--- src/verilog/tc_pkg.sv ---
package tc_pkg;

    // device bus.
    localparam int DEV_ADDR_WD = 3;     // msb picks the timer.
    localparam int DATA_WD     = 32;
    localparam int REG_AW      = 2;     // register word address inside a timer.

    // ctrl register layout.
    localparam int CTRL_WD       = 4;
    localparam int CTRL_EN_BIT   = 0;
    localparam int CTRL_MODE_LSB = 1;
    localparam int MODE_WD       = 2;
    localparam int CTRL_IM_BIT   = 3;   // interrupt mask.

    // counting modes.
    typedef enum logic [MODE_WD-1:0] {
        MODE_ONESHOT = 2'd0,
        MODE_RELOAD  = 2'd1,
        MODE_RSV2    = 2'd2,
        MODE_RSV3    = 2'd3
    } tc_mode_e;

    // word 3 of the register map is unmapped.
    typedef enum logic [REG_AW-1:0] {
        REG_CTRL   = 2'd0,
        REG_PRESET = 2'd1,
        REG_COUNT  = 2'd2
    } tc_reg_e;

endpackage

--- src/verilog/tc_bus_if.sv ---
`timescale 1ns/1ps

interface tc_bus_if;
    import tc_pkg::*;

    logic               we;     // write strobe for this timer only.
    tc_reg_e            add;
    logic [DATA_WD-1:0] dat_w;
    logic [DATA_WD-1:0] dat_r;  // combinational read back.

    // decoder side.
    modport host (
        output we,
        output add,
        output dat_w,
        input  dat_r
    );

    // timer side.
    modport dev (
        input  we,
        input  add,
        input  dat_w,
        output dat_r
    );

endinterface

--- src/verilog/tc_timer.sv ---
`timescale 1ns/1ps

module tc_timer (
    input  logic  clk_i,
    input  logic  rst_i,
    tc_bus_if.dev bus,
    output logic  irq_o
);
    import tc_pkg::*;

    logic [CTRL_WD-1:0] ctrl_q;
    logic [DATA_WD-1:0] preset_q;
    logic [DATA_WD-1:0] count_q;
    logic [DATA_WD-1:0] count_d;

    logic     ctrl_en;
    logic     ctrl_im;
    tc_mode_e ctrl_mode;
    tc_mode_e wr_mode;
    logic     ctrl_wr;
    logic     preset_wr;
    logic     cnt_zero;
    logic     cnt_load;

    // only the two defined modes ever move the counter.
    function automatic logic mode_runs(input tc_mode_e mode);
        return (mode == MODE_ONESHOT) || (mode == MODE_RELOAD);
    endfunction

    assign ctrl_en   = ctrl_q[CTRL_EN_BIT];
    assign ctrl_im   = ctrl_q[CTRL_IM_BIT];
    assign ctrl_mode = tc_mode_e'(ctrl_q[CTRL_MODE_LSB +: MODE_WD]);
    assign wr_mode   = tc_mode_e'(bus.dat_w[CTRL_MODE_LSB +: MODE_WD]);

    assign ctrl_wr   = bus.we && (bus.add == REG_CTRL);
    assign preset_wr = bus.we && (bus.add == REG_PRESET);
    assign cnt_zero  = (count_q == '0);

    // enabling write starts a fresh run from preset.
    assign cnt_load = ctrl_wr && bus.dat_w[CTRL_EN_BIT] && mode_runs(wr_mode);

    always_ff @(posedge clk_i) begin
        if (rst_i) begin
            ctrl_q   <= '0;
            preset_q <= '0;
        end else begin
            if (ctrl_wr) begin
                ctrl_q <= bus.dat_w[CTRL_WD-1:0];   // upper bits dropped.
            end
            if (preset_wr) begin
                preset_q <= bus.dat_w;
            end
        end
    end

    // next count.
    always_comb begin
        count_d = count_q;
        if (ctrl_wr) begin
            if (cnt_load) begin
                count_d = preset_q;
            end
        end else if (ctrl_en && mode_runs(ctrl_mode)) begin
            if (!cnt_zero) begin
                count_d = count_q - 1'b1;
            end else if (ctrl_mode == MODE_RELOAD) begin
                count_d = preset_q;     // wrap back to preset.
            end
        end
    end

    always_ff @(posedge clk_i) begin
        if (rst_i) begin
            count_q <= '0;
        end else begin
            count_q <= count_d;
        end
    end

    // one-shot holds irq at zero, reload gives a single cycle pulse.
    always_comb begin
        case (ctrl_mode)
            MODE_ONESHOT: irq_o = ctrl_im && cnt_zero;
            MODE_RELOAD:  irq_o = ctrl_im && ctrl_en && cnt_zero;
            default:      irq_o = 1'b0;
        endcase
    end

    // register read back.
    always_comb begin
        case (bus.add)
            REG_CTRL:   bus.dat_r = {{(DATA_WD-CTRL_WD){1'b0}}, ctrl_q};
            REG_PRESET: bus.dat_r = preset_q;
            REG_COUNT:  bus.dat_r = count_q;
            default:    bus.dat_r = '0;
        endcase
    end

    // count is frozen while disabled.
    a_count_frozen: assert property (
        @(posedge clk_i) disable iff (rst_i)
        (!ctrl_en && !ctrl_wr) |=> $stable(count_q)
    ) else $error("count moved while timer disabled");

    // masked timer stays quiet.
    a_irq_masked: assert property (
        @(posedge clk_i) disable iff (rst_i)
        !ctrl_im |-> !irq_o
    ) else $error("irq high with mask clear");

endmodule

--- src/verilog/tc_bus_decoder.sv ---
`timescale 1ns/1ps

module tc_bus_decoder (
    input  logic [tc_pkg::DEV_ADDR_WD-1:0] add_i,
    input  logic                           we_i,
    input  logic [tc_pkg::DATA_WD-1:0]     dat_i,
    output logic [tc_pkg::DATA_WD-1:0]     dat_o,
    tc_bus_if.host                         tmr0,
    tc_bus_if.host                         tmr1
);
    import tc_pkg::*;

    logic    tmr_sel;
    tc_reg_e reg_add;
    logic    unmapped;
    logic    wr_ok;

    assign tmr_sel  = add_i[DEV_ADDR_WD-1];          // 0 is timer 0.
    assign reg_add  = tc_reg_e'(add_i[REG_AW-1:0]);
    assign unmapped = !(reg_add inside {REG_CTRL, REG_PRESET, REG_COUNT});
    assign wr_ok    = we_i && !unmapped;

    // write strobe reaches only the selected timer.
    assign tmr0.we = wr_ok && !tmr_sel;
    assign tmr1.we = wr_ok && tmr_sel;

    // address and data fan out to both.
    assign tmr0.add   = reg_add;
    assign tmr1.add   = reg_add;
    assign tmr0.dat_w = dat_i;
    assign tmr1.dat_w = dat_i;

    always_comb begin
        if (unmapped) begin
            dat_o = '0;
        end else if (tmr_sel) begin
            dat_o = tmr1.dat_r;
        end else begin
            dat_o = tmr0.dat_r;
        end
    end

    // writes to the hole in the map are a host error.
    always_comb begin
        if (we_i) begin
            a_no_unmapped_wr: assert (!unmapped)
                else $error("write to unmapped register, add_i=%0d", add_i);
        end
    end

endmodule

--- src/verilog/tc_subsys_top.sv ---
`timescale 1ns/1ps

module tc_subsys_top (
    input  logic                           clk_i,
    input  logic                           rst_i,
    input  logic                           we_i,
    input  logic [tc_pkg::DEV_ADDR_WD-1:0] add_i,
    input  logic [tc_pkg::DATA_WD-1:0]     dat_i,
    output logic [tc_pkg::DATA_WD-1:0]     dat_o,
    output logic                           irq0_o,
    output logic                           irq1_o
);

    // one register port per timer.
    tc_bus_if tmr0_bus ();
    tc_bus_if tmr1_bus ();

    tc_bus_decoder i_dec (
        .add_i (add_i),
        .we_i  (we_i),
        .dat_i (dat_i),
        .dat_o (dat_o),
        .tmr0  (tmr0_bus.host),
        .tmr1  (tmr1_bus.host)
    );

    // timer 0 at device words 0..2.
    tc_timer i_tmr0 (
        .clk_i (clk_i),
        .rst_i (rst_i),
        .bus   (tmr0_bus.dev),
        .irq_o (irq0_o)
    );

    // timer 1 at device words 4..6.
    tc_timer i_tmr1 (
        .clk_i (clk_i),
        .rst_i (rst_i),
        .bus   (tmr1_bus.dev),
        .irq_o (irq1_o)
    );

endmodule

--- config.mk ---
export PLATFORM = sky130hd
export DESIGN_NAME = tc_subsys_top
export DESIGN_NICKNAME = d
export VERILOG_FILES = /design/src/verilog/tc_pkg.sv /design/src/verilog/tc_bus_if.sv /design/src/verilog/tc_timer.sv /design/src/verilog/tc_bus_decoder.sv /design/src/verilog/tc_subsys_top.sv
export SDC_FILE = /design/constraint.sdc
export NUM_CORES = 1
export LEC_CHECK = 0
export BUFFER_PORTS_ARGS = -buffer_cell sky130_fd_sc_hd__buf_4
export CELL_PAD_IN_SITES_DETAIL_PLACEMENT = 1
export CELL_PAD_IN_SITES_GLOBAL_PLACEMENT = 1
export CORE_MARGIN = 5
export CORE_UTILIZATION = 44
export DETAILED_ROUTE_END_ITERATION = 8
export PLACE_DENSITY_LB_ADDON = 0.1
export SYNTH_ARGS = -nofsm -noshare
export SYNTH_HDL_FRONTEND = slang
export SYNTH_SLANG_ARGS = --single-unit
--- constraint.sdc ---
create_clock -name clk_i -period 3.25 [get_ports clk_i]
set_input_delay 0.325 -clock clk_i [delete_from_list [all_inputs] [get_ports clk_i]]
set_output_delay 0.325 -clock clk_i [all_outputs]
set_load 0.02 [all_outputs]
==> flow_summary.ini <==
[hold_path]
worstHoldStart = dat_i[9]
whs_endpoint = i_tmr0.preset_q[9]
hold_path_depth = 3
min_path_type = primary input to flop

[route]
via_per_inst = 6.523
ant_nets = 0
drt_first_pass_iters = 5
drt-initial-drc-count = 740
wl_per_cell_um = 23.77
route.vias.total = 8617
drc = 0
totalWireLength_um = 31400

[final_layout]
final_common_cell = nand2_1
diodes = 0
final_cell_mix = nand2_1, a21oi_1, dfxtp_1
final_util = 0.5328
final_nets = 1126
fin_cells = 1321
area_growth_pct = 18.98
drive_gt1_frac = 0.1615
final_area_mm2 = 0.009184

[die]
fp.coreArea_mm2 = 0.01724
die_area_mm2 = 0.02029
row_count = 48
io_pins = 72
die_w_um = 142.4
start_util = 0.4478
dieHeight_um = 142.4

[sta]
tns_ns = 0
worst_pin_slew_ns = 1.274
rsz0062_at_grt = no
final.period_utilization = 0.9658
min_period_ns = 3.139
timing.final.hold_violations = 0
setup_viol = 0
slew_headroom = 0.1500
slew_violations = 0
skew_ns = 0.01147
max_freq_mhz = 318.6

[power]
swShare = 0.2818
peakVddDrop_mv = 0.3954
clock_power_share = 0.462
p_int_mw = 3.045
combPwrFrac = 0.134
power-per-cell-area_mw_per_mm2 = 461.6
p_seq_frac = 0.404
leakagePower_nw = 3.295
switchingPower_mw = 1.194

[logic_synthesis]
synth_cells = 1036
synth-seq-area-share = 0.3527
ys_ff_latch = 136
synthFlopType = dfxtp_1
yosysWarningCount = 0
async_reset_ff_frac = 0
syn-cell-area_mm2 = 0.007719
synth_edf_count = 0
syn_avg_cell_area_um2 = 7.450
synthDistinctLibCells = 63
synthesis.nets = 1078

[critical_path]
setup.worst_path.end_class = primary output
r2r_cells = 8
r2r_end = i_tmr1.count_q[16]
r2r_slack_ns = 0.18
worstPathArrival_ns = 2.81
required_ns = 2.92
slowest_stage = or4_1
worstSetupPathType = flop to primary output
path_max_fanout = 9
worstReg2RegStart = i_tmr1.count_q[9]
cpPeakStageDelay_ns = 0.63
crit_path_start_kind = flop
crit_chain = or4_1 -> or3_4 -> or4_1 -> nor4b_2 -> buf_4
crit_path_frequent_cell = or4_1

[global_routing]
grt_pass1_wl_um = 49020
grt_util_met1 = 0.4280
antenna_found_initial = 0
use_met3 = 0.06116
grt_pass1_vias = 8567
grt.busiest_layer = met2
grt_use_met2 = 0.4797
grt_overflow_total = 0
grt_usage = 0.3112
grt_max_degree = 64

[clocking]
h-tree-depth = 4
clock-root-buffer = clkbuf_16
clockBufferDepth = 2
numCtsBuffers = 17
cts_setup_buffers = 0
postCtsResizedCells = 3
cts_tree = done
holdBufCountCts = 0
cts.sink_count = 136
clkTransAtPathRegs_ns = 0.06
clk_latency_ns = 0.43

[placed_design]
placed_cell_area_mm2 = 0.008571
routabilityCongestion = 0.9340
placedCellCount = 1290
port_buffers = 71
dp.final_hpwl_um = 22480

[run_status]
status = complete, no violations

[job]
cap_violations = 0
## logic make-up (layout without fill, tap and decap cells)
logic type	after synthesis	count (layout)	synth area share
AOI/OAI and AO/OA	355	355	0.2973
adders and majority gates	4	4	0.006484
xor gates and xnor gates	1	1	0.001135
buffers and inverters	122	182	0.06419
DFF	136	136	0.3527
and+or+nand+nor	394	394	0.2461
muxes	24	24	0.03209
## critical path: cells and delay by family, from the launching register on
family / cells / cell delay, ns
buffers and inverters: 1 / 0.18
AND/OR/NAND/NOR: 4 / 1.84
flip-flops: 1 / 0.37
## state kept, by name (all words and copies together) (netlist names)
register and count:
i_tmr1.count_q 32, i_tmr1.ctrl_q 4, i_tmr0.count_q 32, i_tmr1.preset_q 32, i_tmr0.preset_q 32, i_tmr0.ctrl_q 4
## power groups by stage
stage                     registers [mW]  logic [mW]  clock network, mW
after floorplan                     1.74       0.333                  0
after global placement              1.75       0.548                  0
after detailed placement            1.75       0.555                  0
after CTS                           1.71       0.561               1.99
after global routing                1.71       0.608               2.06
final                               1.71       0.568               1.96
## Yosys cell counts, drive strengths merged, types with 5 or more instances
| master | instances | area, µm² |
|---|---|---|
| nand2 | 186 | 700.7 |
| a21oi | 165 | 825.8 |
| dfxtp | 136 | 2723 |
| clkbuf | 70 | 262.8 |
| nor2 | 44 | 167.7 |
| inv | 37 | 138.9 |
| nor3 | 36 | 185.2 |
| a221oi | 35 | 306.5 |
| a22oi | 33 | 247.7 |
| o21ai | 33 | 172.7 |
| o32ai | 29 | 254.0 |
| nand3 | 28 | 140.1 |
| nor4 | 27 | 190.2 |
| mux2i | 18 | 180.2 |
| buf | 14 | 90.08 |
| nor2b | 13 | 81.33 |
| or3 | 13 | 81.33 |
| nand4 | 12 | 75.07 |
| or4 | 12 | 97.59 |
| o211ai | 9 | 67.56 |
| a31oi | 7 | 43.79 |
| mux2 | 6 | 67.56 |
| nor4b | 6 | 58.80 |
| a32o | 5 | 50.05 |
| nand2b | 5 | 31.28 |
| o21a | 5 | 37.54 |
## layer usage
metal | up-vias | wire length (µm)
met5 | - | 0
met4 | 0 | 1099
met3 | 63 | 2082
met2 | 349 | 14180
met1 | 4248 | 14040
li1 | 3957 | -
## how the worst max path moves through the flow
| stage | from | end | slack, ns | cells past startpoint |
|---|---|---|---|---|
| global route | i_tmr1.count_q[9] | irq1_o | 0.03 | 5 |
| finish | i_tmr0.count_q[14] | irq0_o | 0.11 | 5 |
| CTS | i_tmr1.count_q[9] | irq1_o | 0.02 | 5 |
| global placement | i_tmr1.count_q[9] | i_tmr1.count_q[16] | 0.23 | 8 |
| detailed placement | i_tmr0.count_q[14] | i_tmr0.count_q[19] | 0.22 | 6 |
| floorplan | i_tmr0.count_q[10] | irq0_o | 0.17 | 7 |
## through the flow
step	worst slack (ns)	power, mW	hold WS (ns)
finish	0.1112	4.239	0.1553
floorplan	0.1704	2.071	0.4363
CTS	0.01867	4.257	0.1407
global route	0.02943	4.384	0.1506
detailed placement	0.2226	2.303	0.4649
global placement	0.2322	2.295	0.4463
## layout make-up
class                      count  area [µm²]
clock buffer                  18       439.2
clock inverter                13       147.6
fill                        2165        8053
inverter                      38       142.6
multi-input combinational    778        4577
sequential                   136        2723
tap                          225       281.5
timing repair buffer         113       873.3
(Power assumes the default switching activity.)
